==> src/hw/cpu_defs.svh <==
`ifndef CPU_DEFS_SVH
`define CPU_DEFS_SVH

// data path and address width.
`define CPU_XLEN 32

// number of architectural registers, x0 included.
`define CPU_REGS 32

// memory depths in 32-bit words.
`define CPU_IMEM_WORDS 256
`define CPU_DMEM_WORDS 256

// first fetch address after reset.
`define CPU_RESET_PC 32'h0000_0000

`endif

==> src/hw/cpu_pkg.sv <==
`default_nettype none

`include "cpu_defs.svh"

package cpu_pkg;

    typedef enum logic [6:0] {
        OP_R_TYPE  = 7'b0110011,
        OP_I_ARITH = 7'b0010011,
        OP_LOAD    = 7'b0000011,
        OP_STORE   = 7'b0100011,
        OP_BRANCH  = 7'b1100011
    } opcode_t;

    typedef enum logic [2:0] {
        ALU_ADD = 3'd0,
        ALU_SUB = 3'd1,
        ALU_AND = 3'd2,
        ALU_OR  = 3'd3,
        ALU_XOR = 3'd4,
        ALU_SLT = 3'd5
    } alu_op_t;

    typedef struct packed {
        logic    reg_write;
        logic    mem_read;
        logic    mem_write;
        logic    branch;
        logic    alu_src; // second alu input is the immediate.
        alu_op_t alu_op;
    } control_t;

    typedef struct packed {
        logic [6:0] funct7;
        logic [4:0] rs2;
        logic [4:0] rs1;
        logic [2:0] funct3;
        logic [4:0] rd;
        logic [6:0] opcode;
    } instr_t;

    typedef struct packed {
        logic [`CPU_XLEN-1:0] pc;
        instr_t               instr;
    } if_id_t;

    typedef struct packed {
        logic [`CPU_XLEN-1:0] pc;
        logic [4:0]           rs1;
        logic [4:0]           rs2;
        logic [4:0]           rd;
        logic [`CPU_XLEN-1:0] data1;
        logic [`CPU_XLEN-1:0] data2;
        logic [`CPU_XLEN-1:0] immediate;
        control_t             control;
    } id_ex_t;

    typedef struct packed {
        logic [4:0]           rd;
        logic [`CPU_XLEN-1:0] alu_data;
        logic [`CPU_XLEN-1:0] store_data;
        control_t             control;
    } ex_mem_t;

    typedef struct packed {
        logic [4:0]           rd;
        logic [`CPU_XLEN-1:0] alu_data;
        logic [`CPU_XLEN-1:0] memory_data;
        control_t             control;
    } mem_wb_t;

    typedef enum logic [1:0] {
        FWD_REG = 2'b00,
        FWD_WB  = 2'b01,
        FWD_MEM = 2'b10
    } fwd_sel_t;

    typedef struct packed {
        logic                                  we;
        logic [$clog2(`CPU_IMEM_WORDS)-1:0] addr; // word index, not byte address.
        logic [`CPU_XLEN-1:0]                  data;
    } prog_write_t;

    typedef struct packed {
        logic                 valid;
        logic [4:0]           rd;
        logic [`CPU_XLEN-1:0] data;
    } retire_t;

endpackage

`default_nettype wire

==> src/hw/hazard_control.sv <==
`timescale 1ns/1ps
`default_nettype none

module hazard_control import cpu_pkg::*; (
    input  logic [4:0] if_id_rs1,
    input  logic [4:0] if_id_rs2,
    input  id_ex_t     id_ex,
    input  logic [4:0] ex_mem_rd,
    input  logic [4:0] mem_wb_rd,
    input  logic       ex_mem_reg_write,
    input  logic       mem_wb_reg_write,
    input  logic       branch_taken,
    output fwd_sel_t   fwd_a,
    output fwd_sel_t   fwd_b,
    output logic       stall,
    output logic       flush_if_id,
    output logic       flush_id_ex
);

    logic mem_hit_a;
    logic mem_hit_b;
    logic wb_hit_a;
    logic wb_hit_b;
    logic load_use;

    assign mem_hit_a = ex_mem_reg_write && ex_mem_rd != 5'd0 && ex_mem_rd == id_ex.rs1;
    assign mem_hit_b = ex_mem_reg_write && ex_mem_rd != 5'd0 && ex_mem_rd == id_ex.rs2;
    assign wb_hit_a  = mem_wb_reg_write && mem_wb_rd != 5'd0 && mem_wb_rd == id_ex.rs1;
    assign wb_hit_b  = mem_wb_reg_write && mem_wb_rd != 5'd0 && mem_wb_rd == id_ex.rs2;

    // the younger result in EX/MEM wins over MEM/WB.
    assign fwd_a = mem_hit_a ? FWD_MEM : (wb_hit_a ? FWD_WB : FWD_REG);
    assign fwd_b = mem_hit_b ? FWD_MEM : (wb_hit_b ? FWD_WB : FWD_REG);

    assign load_use = id_ex.control.mem_read && id_ex.rd != 5'd0 &&
                      (id_ex.rd == if_id_rs1 || id_ex.rd == if_id_rs2);

    // a taken branch discards the dependent instruction anyway.
    assign stall       = load_use && !branch_taken;
    assign flush_if_id = branch_taken;
    assign flush_id_ex = branch_taken;

    // the instruction in execute is a load or a branch, never both.
    always_comb begin
        assert (!(load_use && branch_taken))
            else $error("load-use stall and taken branch requested in the same cycle");
    end

endmodule

`default_nettype wire

==> config.mk <==
export PLATFORM = sky130hd
export DESIGN_NAME = hazard_control
export DESIGN_NICKNAME = d
export VERILOG_FILES = /design/src/hw/cpu_pkg.sv /design/src/hw/hazard_control.sv
export VERILOG_INCLUDE_DIRS = /design/src /design/src/hw
export SDC_FILE = /design/constraint.sdc
export NUM_CORES = 1
export LEC_CHECK = 0
export ABC_AREA = 1
export BUFFER_PORTS_ARGS = -buffer_cell sky130_fd_sc_hd__buf_2
export CORE_AREA = 3 3 69 71
export DETAILED_ROUTE_END_ITERATION = 8
export DIE_AREA = 0 0 72 74
export MAX_ROUTING_LAYER = met4
export SETUP_SLACK_MARGIN = 0.5
export SYNTH_ARGS = -nofsm -noshare
export SYNTH_HDL_FRONTEND = slang
export SYNTH_SLANG_ARGS = --single-unit
==> constraint.sdc <==
create_clock -name vclk -period 0.8
set_input_delay 0.12 -clock vclk [all_inputs]
set_output_delay 0.12 -clock vclk [all_outputs]
set_load 0.02 [all_outputs]
==> impl_metrics.py <==
metrics = {
    "status": {
        "status": "finished with violations",
        "failed_checks": "setup timing",
    },
    "yosys": {
        "synthesis.area_um2": 593.1,
        "synthDistinctLibCells": 14,
        "yosysSeqAreaShare_pct": 0,
        "synth_area_leaders": "nand2_1, inv_1, nor2_1",
        "syn_area_per_cell_um2": 4.459,
        "synthCells": 133,
        "yosysTopAreaCell": "nand2_1",
        "yosysWarningCount": 0,
        "synth.net_count": 307,
        "synth_top_area_share_pct": 36.08,
    },
    "place": {
        "port_buffers": 46,
        "dp_cells": 229,
        "dp_hpwl_mm": 1.729,
        "gp_congestion": 0.8348,
        "pre_cts_ws_ns": -0.2600,
    },
    "power_and_ir_drop": {
        "comb_power_share_pct": 100.0,
        "power_frac_seq_pct": 0,
        "p_clk_share_pct": 0,
        "ir_drop_uv": 193.3,
        "p_int_mw": 0.3027,
        "power.switching_mw": 0.2642,
        "leakagePower_nw": 0.6631,
        "switching_share_pct": 46.61,
        "pwr_density_cell_mw_per_mm2": 471.5,
    },
    "worst_setup_path": {
        "worstPathArrival_ns": 0.88,
        "cp_max_fo": 4,
        "path_class": "in2out",
        "end_kind": "output pin",
        "critPathRequiredTime_ns": 0.68,
        "crit_path_start_kind": "input pin",
    },
    "detailed_routing": {
        "drt_wl_total_mm": 2.012,
        "drtIter0Drc": 9,
        "wl_per_cell_um": 8.710,
        "vias": 876,
        "routed_via_density": 3.792,
        "dr.pass1.iters": 4,
        "drc": 0,
        "antenna_left": 0,
    },
    "cells_and_area": {
        "drive_above_1_share_pct": 52.81,
        "design.seq.count": 0,
        "final_cells": 231,
        "nets": 354,
        "final_cell_mix": "nand2_1, buf_6, buf_2, nand2_2, nor2_1",
        "seqCellArea_um2": 0,
        "fillCellCount": 475,
        "final_common_cell": "nand2_1",
        "multiInputGateArea_um2": 533.0,
        "finish.utilization_pct": 28.00,
        "area_delta_synth_final_pct": 102.7,
        "clkbuf_count": 0,
    },
    "cts": {
        "ctsHoldBuffers": 0,
    },
    "grt": {
        "antenna_found_initial": 1,
        "grt_pass1_wl_mm": 3.042,
        "first_global_vias": 795,
        "grt-ovfl-total": 0,
        "grt_max_degree": 5,
        "grtUsageTotal_pct": 7.006,
    },
    "floorplan": {
        "die_y_um": 74,
        "io_pins": 181,
        "initial_core_util_pct": 13.81,
        "fp-row-count": 24,
        "dieArea_mm2": 0.005328,
        "die_w_um": 72,
        "core_mm2": 0.004294,
    },
    "sta": {
        "min_period_over_period_pct": 124.9,
        "tns_ns": -0.9112,
        "fmax_ghz": 1.001,
        "fin_ws_ns": -0.1993,
        "hold_viol": 0,
        "finalCriticalPeriod_ns": 0.9993,
        "worstMarginPinSlew_ns": 0.1606,
        "setup_viol": 5,
        "drv_slew": 0,
        "slew_headroom_pct": 89.28,
        "rsz0062_at_grt": "true",
    },
    "worst_hold_path": {
        "holdPathStages": 3,
        "hold_class": "in2out",
    },
    "flow_run": {
        "maxCapViolCount": 0,
    },
}
==> through the flow <==
stage	power, mW	hold WS, ns	cell area [um^2]
3_5_place_dp	0.4202	0.5615	917.1
3_3_place_gp	0.4179	0.5624	917.1
2_1_floorplan	0.2351	0.3236	659.4
6_report	0.5669	0.5012	1202
4_1_cts	0.4840	0.4992	1046
5_1_grt	0.6260	0.5134	1202
==> routing by layer <==
metal	track usage [%]	part of all wire [%]
met1	7.897	38
met2	12.86	49
met3	2.297	12
met4	0	0
met5	-	0
==> Yosys cell counts (all sizes together) <==
cell type and count:
buf 4, nor3 1, nand4 2, xnor2 5
nand2 57, a21oi 1, o21ai 1, nand3 9
inv 28, nand3b 1, xor2 5, nor2 19
==> area by class of cell <==
| class | count | area share (%) |
|---|---|---|
| multi-input cells | 101 | 44.33 |
| diodes | 1 | 0.2081 |
| repair buffers | 49 | 37.98 |
| well taps | 52 | 5.411 |
| inverters | 28 | 12.07 |
==> logic make-up (layout without fill, tap and decap cells) <==
kind of cell              after synthesis  count (layout)  synth area share (%)
buffers and inverters                  32              77                 22.78
other                                   0               1                     0
and+or+nand+nor                        89              89                 60.76
xor gates and xnor gates               10              10                 14.77
AOI/OAI and AO/OA                       2               2                 1.686
==> critical path: stages <==
cell	delay [ns]
buf_6	0.11
nand2_1	0.07
nand2_2	0.06
nor2_2	0.10
nand3_1	0.09
nor2_2	0.16
nor2_2	0.05
buf_6	0.12
==> power by group through the flow <==
stage / combinational, mW / clock (mW) / sequential [mW]
floorplan: 0.235 / 0 / 0
global placement: 0.418 / 0 / 0
detailed placement: 0.420 / 0 / 0
CTS: 0.484 / 0 / 0
global route: 0.626 / 0.000000167 / 0
finish: 0.567 / 0.000000167 / 0
==> final timing paths <==
| kind | startpoint | to |
|---|---|---|
| hold / removal | branch_taken | flush_id_ex |
| setup / recovery | ex_mem_rd[1] | fwd_a[0] |
==> what timing repair did <==
action / CTS / global route
setup endpoints to repair: 7 / 7
gates resized for setup: 34 / 50
pin swaps: 9 / 30
setup buffers: 1 / 0
Power figures use the tool's default switching activity.
