--- config.mk ---
export PLATFORM = sky130hd
export DESIGN_NAME = decode_stage
export DESIGN_NICKNAME = d
export VERILOG_FILES = /design/src/hw/cpu_pkg.sv /design/src/hw/decode_stage.sv
export VERILOG_INCLUDE_DIRS = /design/src /design/src/hw
export SDC_FILE = /design/constraint.sdc
export NUM_CORES = 1
export LEC_CHECK = 0
export BUFFER_PORTS_ARGS = -buffer_cell sky130_fd_sc_hd__buf_4
export CAP_MARGIN = 0
export CORE_MARGIN = 5
export CORE_UTILIZATION = 40
export CTS_CLUSTER_SIZE = 25
export DETAILED_ROUTE_END_ITERATION = 8
export HOLD_SLACK_MARGIN = 0.05
export SYNTH_ARGS = -nofsm -noshare
export SYNTH_HDL_FRONTEND = slang
export SYNTH_SLANG_ARGS = --single-unit
--- constraint.sdc ---
create_clock -name clk -period 3.74 [get_ports clk]
set_input_delay 0.748 -clock clk [delete_from_list [all_inputs] [get_ports clk]]
set_output_delay 0.748 -clock clk [all_outputs]
set_load 0.02 [all_outputs]
--- src/hw/cpu_defs.svh ---
`ifndef CPU_DEFS_SVH
`define CPU_DEFS_SVH

// data path and address width.
`define CPU_XLEN 32

// number of architectural registers, x0 included.
`define CPU_REGS 32

// memory depths in 32-bit words.
`define CPU_IMEM_WORDS 256
`define CPU_DMEM_WORDS 256

// first fetch address after reset.
`define CPU_RESET_PC 32'h0000_0000

`endif

--- src/hw/cpu_pkg.sv ---
`default_nettype none

`include "cpu_defs.svh"

package cpu_pkg;

    typedef enum logic [6:0] {
        OP_R_TYPE  = 7'b0110011,
        OP_I_ARITH = 7'b0010011,
        OP_LOAD    = 7'b0000011,
        OP_STORE   = 7'b0100011,
        OP_BRANCH  = 7'b1100011
    } opcode_t;

    typedef enum logic [2:0] {
        ALU_ADD = 3'd0,
        ALU_SUB = 3'd1,
        ALU_AND = 3'd2,
        ALU_OR  = 3'd3,
        ALU_XOR = 3'd4,
        ALU_SLT = 3'd5
    } alu_op_t;

    typedef struct packed {
        logic    reg_write;
        logic    mem_read;
        logic    mem_write;
        logic    branch;
        logic    alu_src; // second alu input is the immediate.
        alu_op_t alu_op;
    } control_t;

    typedef struct packed {
        logic [6:0] funct7;
        logic [4:0] rs2;
        logic [4:0] rs1;
        logic [2:0] funct3;
        logic [4:0] rd;
        logic [6:0] opcode;
    } instr_t;

    typedef struct packed {
        logic [`CPU_XLEN-1:0] pc;
        instr_t               instr;
    } if_id_t;

    typedef struct packed {
        logic [`CPU_XLEN-1:0] pc;
        logic [4:0]           rs1;
        logic [4:0]           rs2;
        logic [4:0]           rd;
        logic [`CPU_XLEN-1:0] data1;
        logic [`CPU_XLEN-1:0] data2;
        logic [`CPU_XLEN-1:0] immediate;
        control_t             control;
    } id_ex_t;

    typedef struct packed {
        logic [4:0]           rd;
        logic [`CPU_XLEN-1:0] alu_data;
        logic [`CPU_XLEN-1:0] store_data;
        control_t             control;
    } ex_mem_t;

    typedef struct packed {
        logic [4:0]           rd;
        logic [`CPU_XLEN-1:0] alu_data;
        logic [`CPU_XLEN-1:0] memory_data;
        control_t             control;
    } mem_wb_t;

    typedef enum logic [1:0] {
        FWD_REG = 2'b00,
        FWD_WB  = 2'b01,
        FWD_MEM = 2'b10
    } fwd_sel_t;

    typedef struct packed {
        logic                                  we;
        logic [$clog2(`CPU_IMEM_WORDS)-1:0] addr; // word index, not byte address.
        logic [`CPU_XLEN-1:0]                  data;
    } prog_write_t;

    typedef struct packed {
        logic                 valid;
        logic [4:0]           rd;
        logic [`CPU_XLEN-1:0] data;
    } retire_t;

endpackage

`default_nettype wire

--- src/hw/decode_stage.sv ---
`timescale 1ns/1ps
`default_nettype none

`include "cpu_defs.svh"

module decode_stage import cpu_pkg::*; (
    input  logic                 clk,
    input  logic                 reset_n,
    input  if_id_t               if_id,
    input  logic                 write_en,
    input  logic [4:0]           write_id,
    input  logic [`CPU_XLEN-1:0] write_data,
    output logic [4:0]           rd,
    output logic [`CPU_XLEN-1:0] data1,
    output logic [`CPU_XLEN-1:0] data2,
    output logic [`CPU_XLEN-1:0] immediate,
    output control_t             control
);

    logic [`CPU_XLEN-1:0] regs [`CPU_REGS];
    instr_t               instr;
    logic [31:0]          raw;

    assign instr = if_id.instr;
    assign raw   = if_id.instr;
    assign rd    = instr.rd;

    always_ff @(posedge clk) begin
        if (write_en && write_id != 5'd0) begin
            regs[write_id] <= write_data;
        end
    end

    // write-back in the same cycle is passed straight through.
    always_comb begin
        if (instr.rs1 == 5'd0) data1 = '0;
        else if (write_en && write_id == instr.rs1) data1 = write_data;
        else data1 = regs[instr.rs1];
        if (instr.rs2 == 5'd0) data2 = '0;
        else if (write_en && write_id == instr.rs2) data2 = write_data;
        else data2 = regs[instr.rs2];
    end

    always_comb begin
        control   = '0; // unsupported encodings fall through as no-ops.
        immediate = {{20{raw[31]}}, raw[31:20]};
        case (instr.opcode)
            OP_R_TYPE: begin
                control.reg_write = (instr.funct7 == 7'b0000000) ||
                                    (instr.funct7 == 7'b0100000 && instr.funct3 == 3'b000);
                case (instr.funct3)
                    3'b000: control.alu_op = instr.funct7[5] ? ALU_SUB : ALU_ADD;
                    3'b111: control.alu_op = ALU_AND;
                    3'b110: control.alu_op = ALU_OR;
                    3'b100: control.alu_op = ALU_XOR;
                    3'b010: control.alu_op = ALU_SLT;
                    default: control.reg_write = 1'b0;
                endcase
            end
            OP_I_ARITH: begin
                control.reg_write = (instr.funct3 == 3'b000);
                control.alu_src   = 1'b1;
            end
            OP_LOAD: begin
                control.reg_write = (instr.funct3 == 3'b010);
                control.mem_read  = (instr.funct3 == 3'b010);
                control.alu_src   = 1'b1;
            end
            OP_STORE: begin
                control.mem_write = (instr.funct3 == 3'b010);
                control.alu_src   = 1'b1;
                immediate = {{20{raw[31]}}, raw[31:25], raw[11:7]};
            end
            OP_BRANCH: begin
                control.branch = (instr.funct3 == 3'b000);
                control.alu_op = ALU_SUB;
                immediate = {{19{raw[31]}}, raw[31], raw[7], raw[30:25], raw[11:8], 1'b0};
            end
            default: ;
        endcase
    end

    // a written register reads back its new value in the next cycle.
    assert property (@(posedge clk) disable iff (!reset_n)
        write_en && write_id != 5'd0 |=>
            instr.rs1 != $past(write_id) || (write_en && write_id == instr.rs1) ||
            data1 == $past(write_data))
        else $error("register file did not return the written value");

endmodule

`default_nettype wire

==> impl_metrics.toml <==
[timing]
worst_slew_pin_slew_ns = 0.988
hold_viol_final = 0
setup_viol = 0
slew_violations = 0
layout_setup_ws_ns = 0.0559
fin_crit_ns = 3.68
max_freq_ghz = 0.271
holdWs_ns = 0.471
period_share_pct = 98.5
slew_headroom_pct = 34.1
tns_ns = 0

[die]
io-pin-count = 213
fp.dieH_um = 356
rows = 127
dieArea_um2 = 127000
die_w_um = 356
coreArea_um2 = 119000
start_util_pct = 40.1

[cts]
ctsRootBufferMaster = "clkbuf_16"
clk_pin_slew_ns = 0.06
ctsHtreeMaxLevel = 3
cts_hold_buf = 0
clock_path_buffers = 3
cts_tree = "built"
clock-sinks = 1024
numCtsBuffers = 107

[global_routing]
grt_pass1_wl_um = 222000
overflow = 0
grt_max_degree = 60
antenna_found_initial = 8
track_usage_pct = 24.7
grt_pass1_vias = 29600

[layout]
final_area_um2 = 56300
top_register = "regs"
largest_reg_flops = 1024
drive_gt1_share_pct = 36.1
syn2layout_area_growth_pct = 17.6
finalNetCount = 2935
num-fill-cells = 9988
top_regs = "regs x1024"

[detailed_routing]
firstDrtPassIters = 6
antenna_left = 0
vias = 29300
routedWlPerCell_um = 35.2
drtIter0Drc = 4179
wl_um = 159000
avgViaCountPerCell = 6.47
drc = 0

[power_and_ir_drop]
peakVddDrop_uv = 395
p_leak_uw = 0.0181
power.density_nw_per_um2 = 465
design_power_total_uw = 26200

[yosys]
synthesis.area_um2 = 47900
seq_area_frac_synth_pct = 64.2
syn_inst = 2543
ys.flop_type = "edfxtp_1"
ys_types = 57
synthArstFlopShare_pct = 0
yosysWarnings = 0
yosys_register_bits = 1024
synth_enable_flop_cells = 1024
synth_area_per_cell_um2 = 18.8

[place]
gp_congestion = 0.898
dp_hpwl_um = 93700
placed_cell_area_um2 = 52700
port_buffers = 179
pre_cts_ws_ns = -0.0264

[setup_path]
cp.arrival_ns = 2.94
crit_path_end_kind = "output port"
crit_type = "in -> out"
startpoint_type = "input pin"
crit_path_max_fanout = 21
crit_required_ns = 2.99

[worst_hold_path]
min_path_type = "in -> reg"

[run]
max_cap_viol_count = 0

[outcome]
status = "complete, no violations"
## kinds of logic (layout without fill, tap and decap cells)
logic type             after synthesis  in the layout  share of synthesized area [%]
AO/OA/AOI/OAI                      392            392                           5.64
XOR/XNOR                            11             11                          0.201
buffers and inverters              242            586                           2.79
flip-flops                        1024           1024                           64.2
multiplexers                       587            587                           24.4
other                                1             36                        0.00783
AND/OR/NAND/NOR                    286            286                           2.79
## layout make-up
type                       count  area, µm²  share of cell area [%]
timing repair buffer         386       3880                    6.90
clock inverter                61        573                    1.02
inverter                       4       15.0                  0.0267
antenna                        4       10.0                  0.0178
multi-input combinational   1308      16200                    28.8
tap                         1612       2020                    3.58
sequential                  1024      30700                    54.6
clock buffer                 135       2830                    5.02
## Yosys cell counts (all sizes together), types with 6 or more instances
cell    instances  area (µm²)
a221o          13         130
nor3           21         116
buf           144         967
nor2          142         536
o221ai         13         114
a211oi         31         233
xor2            6        52.6
nand2b         14        87.6
edfxtp       1024       30700
a21oi          47         235
a32o           32         320
mux2i         118        1180
a221oi         16         140
o21ai          25         125
clkbuf         94         355
mux2           10         113
o22ai         165        1030
nor3b           8        65.1
mux4          459       10400
a22oi          27         203
nor2b          21         131
a31oi          10        62.6
nand3           6        35.0
nand2          49         186
o211ai          6        45.0
## worst max-delay path, stage by stage
cell and delay, ns:
buf_6 0.15, buf_12 0.20, buf_4 0.28, mux4_2 0.33, nor2b_1 0.14, a211oi_1 0.26
nor3_1 0.11, o22ai_1 0.33, nor2_1 0.17, buf_4 0.19
## per-layer routing
metal / vias to the layer above / GRT usage [%] / part of all wire, %
met4: 2 / 7.28 / 3.2
li1: 11500 / - / -
met1: 15600 / 34.0 / 39
met2: 1923 / 38.9 / 47
met3: 293 / 6.47 / 11
met5: - / 0 / 0.0082
## layout by cell type (no fill, tap or decap), types with 9 or more instances in the layout
cell type and count:
a221oi_1 16, o21ai_0 22, nand2_1 45, a32o_1 32
mux2i_1 118, a221o_1 13, nor2_1 108, o221ai_1 13
conb_1 32, buf_12 66, o22ai_1 165, clkbuf_1 26
mux2_2 9, mux4_2 450, a211oi_1 26, a22oi_1 27
buf_4 309, clkinv_1 22, nor2_4 32, clkinv_2 24
edfxtp_1 1024, a31oi_1 9, mux4_1 9, bufinv_16 10
nand2b_1 14, nor2b_1 19, a21oi_1 47, clkbuf_16 112
nor3_1 20
## final timing paths
path                  cells past startpoint           end  slack, ns           start
worst max-delay path                     10     data2[12]       0.06       if_id[22]
worst min-delay path                      1  regs[29][21]       0.47  write_data[21]
## through the flow
| stage | std cells | util [%] |
|---|---|---|
| 3_5_place_dp | 4331 | 44.1 |
| 5_1_grt | 4532 | 47.1 |
| 2_1_floorplan | 2574 | - |
| 6_report | 4534 | 47.1 |
| 4_1_cts | 4527 | 47.0 |
| 3_3_place_gp | 4331 | 44.1 |
## power breakdown
group	switching [µW]	total (µW)	internal, µW
sequential	70.3	12900	12800
combinational	1620	2800	1180
clock	4480	10500	6020
total	6160	26200	20000
## repair_timing
action,in CTS,in global routing
endpoints found under the setup margin,2,10
cloned,0,3
buffers inserted,0,0
gates resized for setup,1,11
Note: power is estimated with default switching activity, not from simulation.
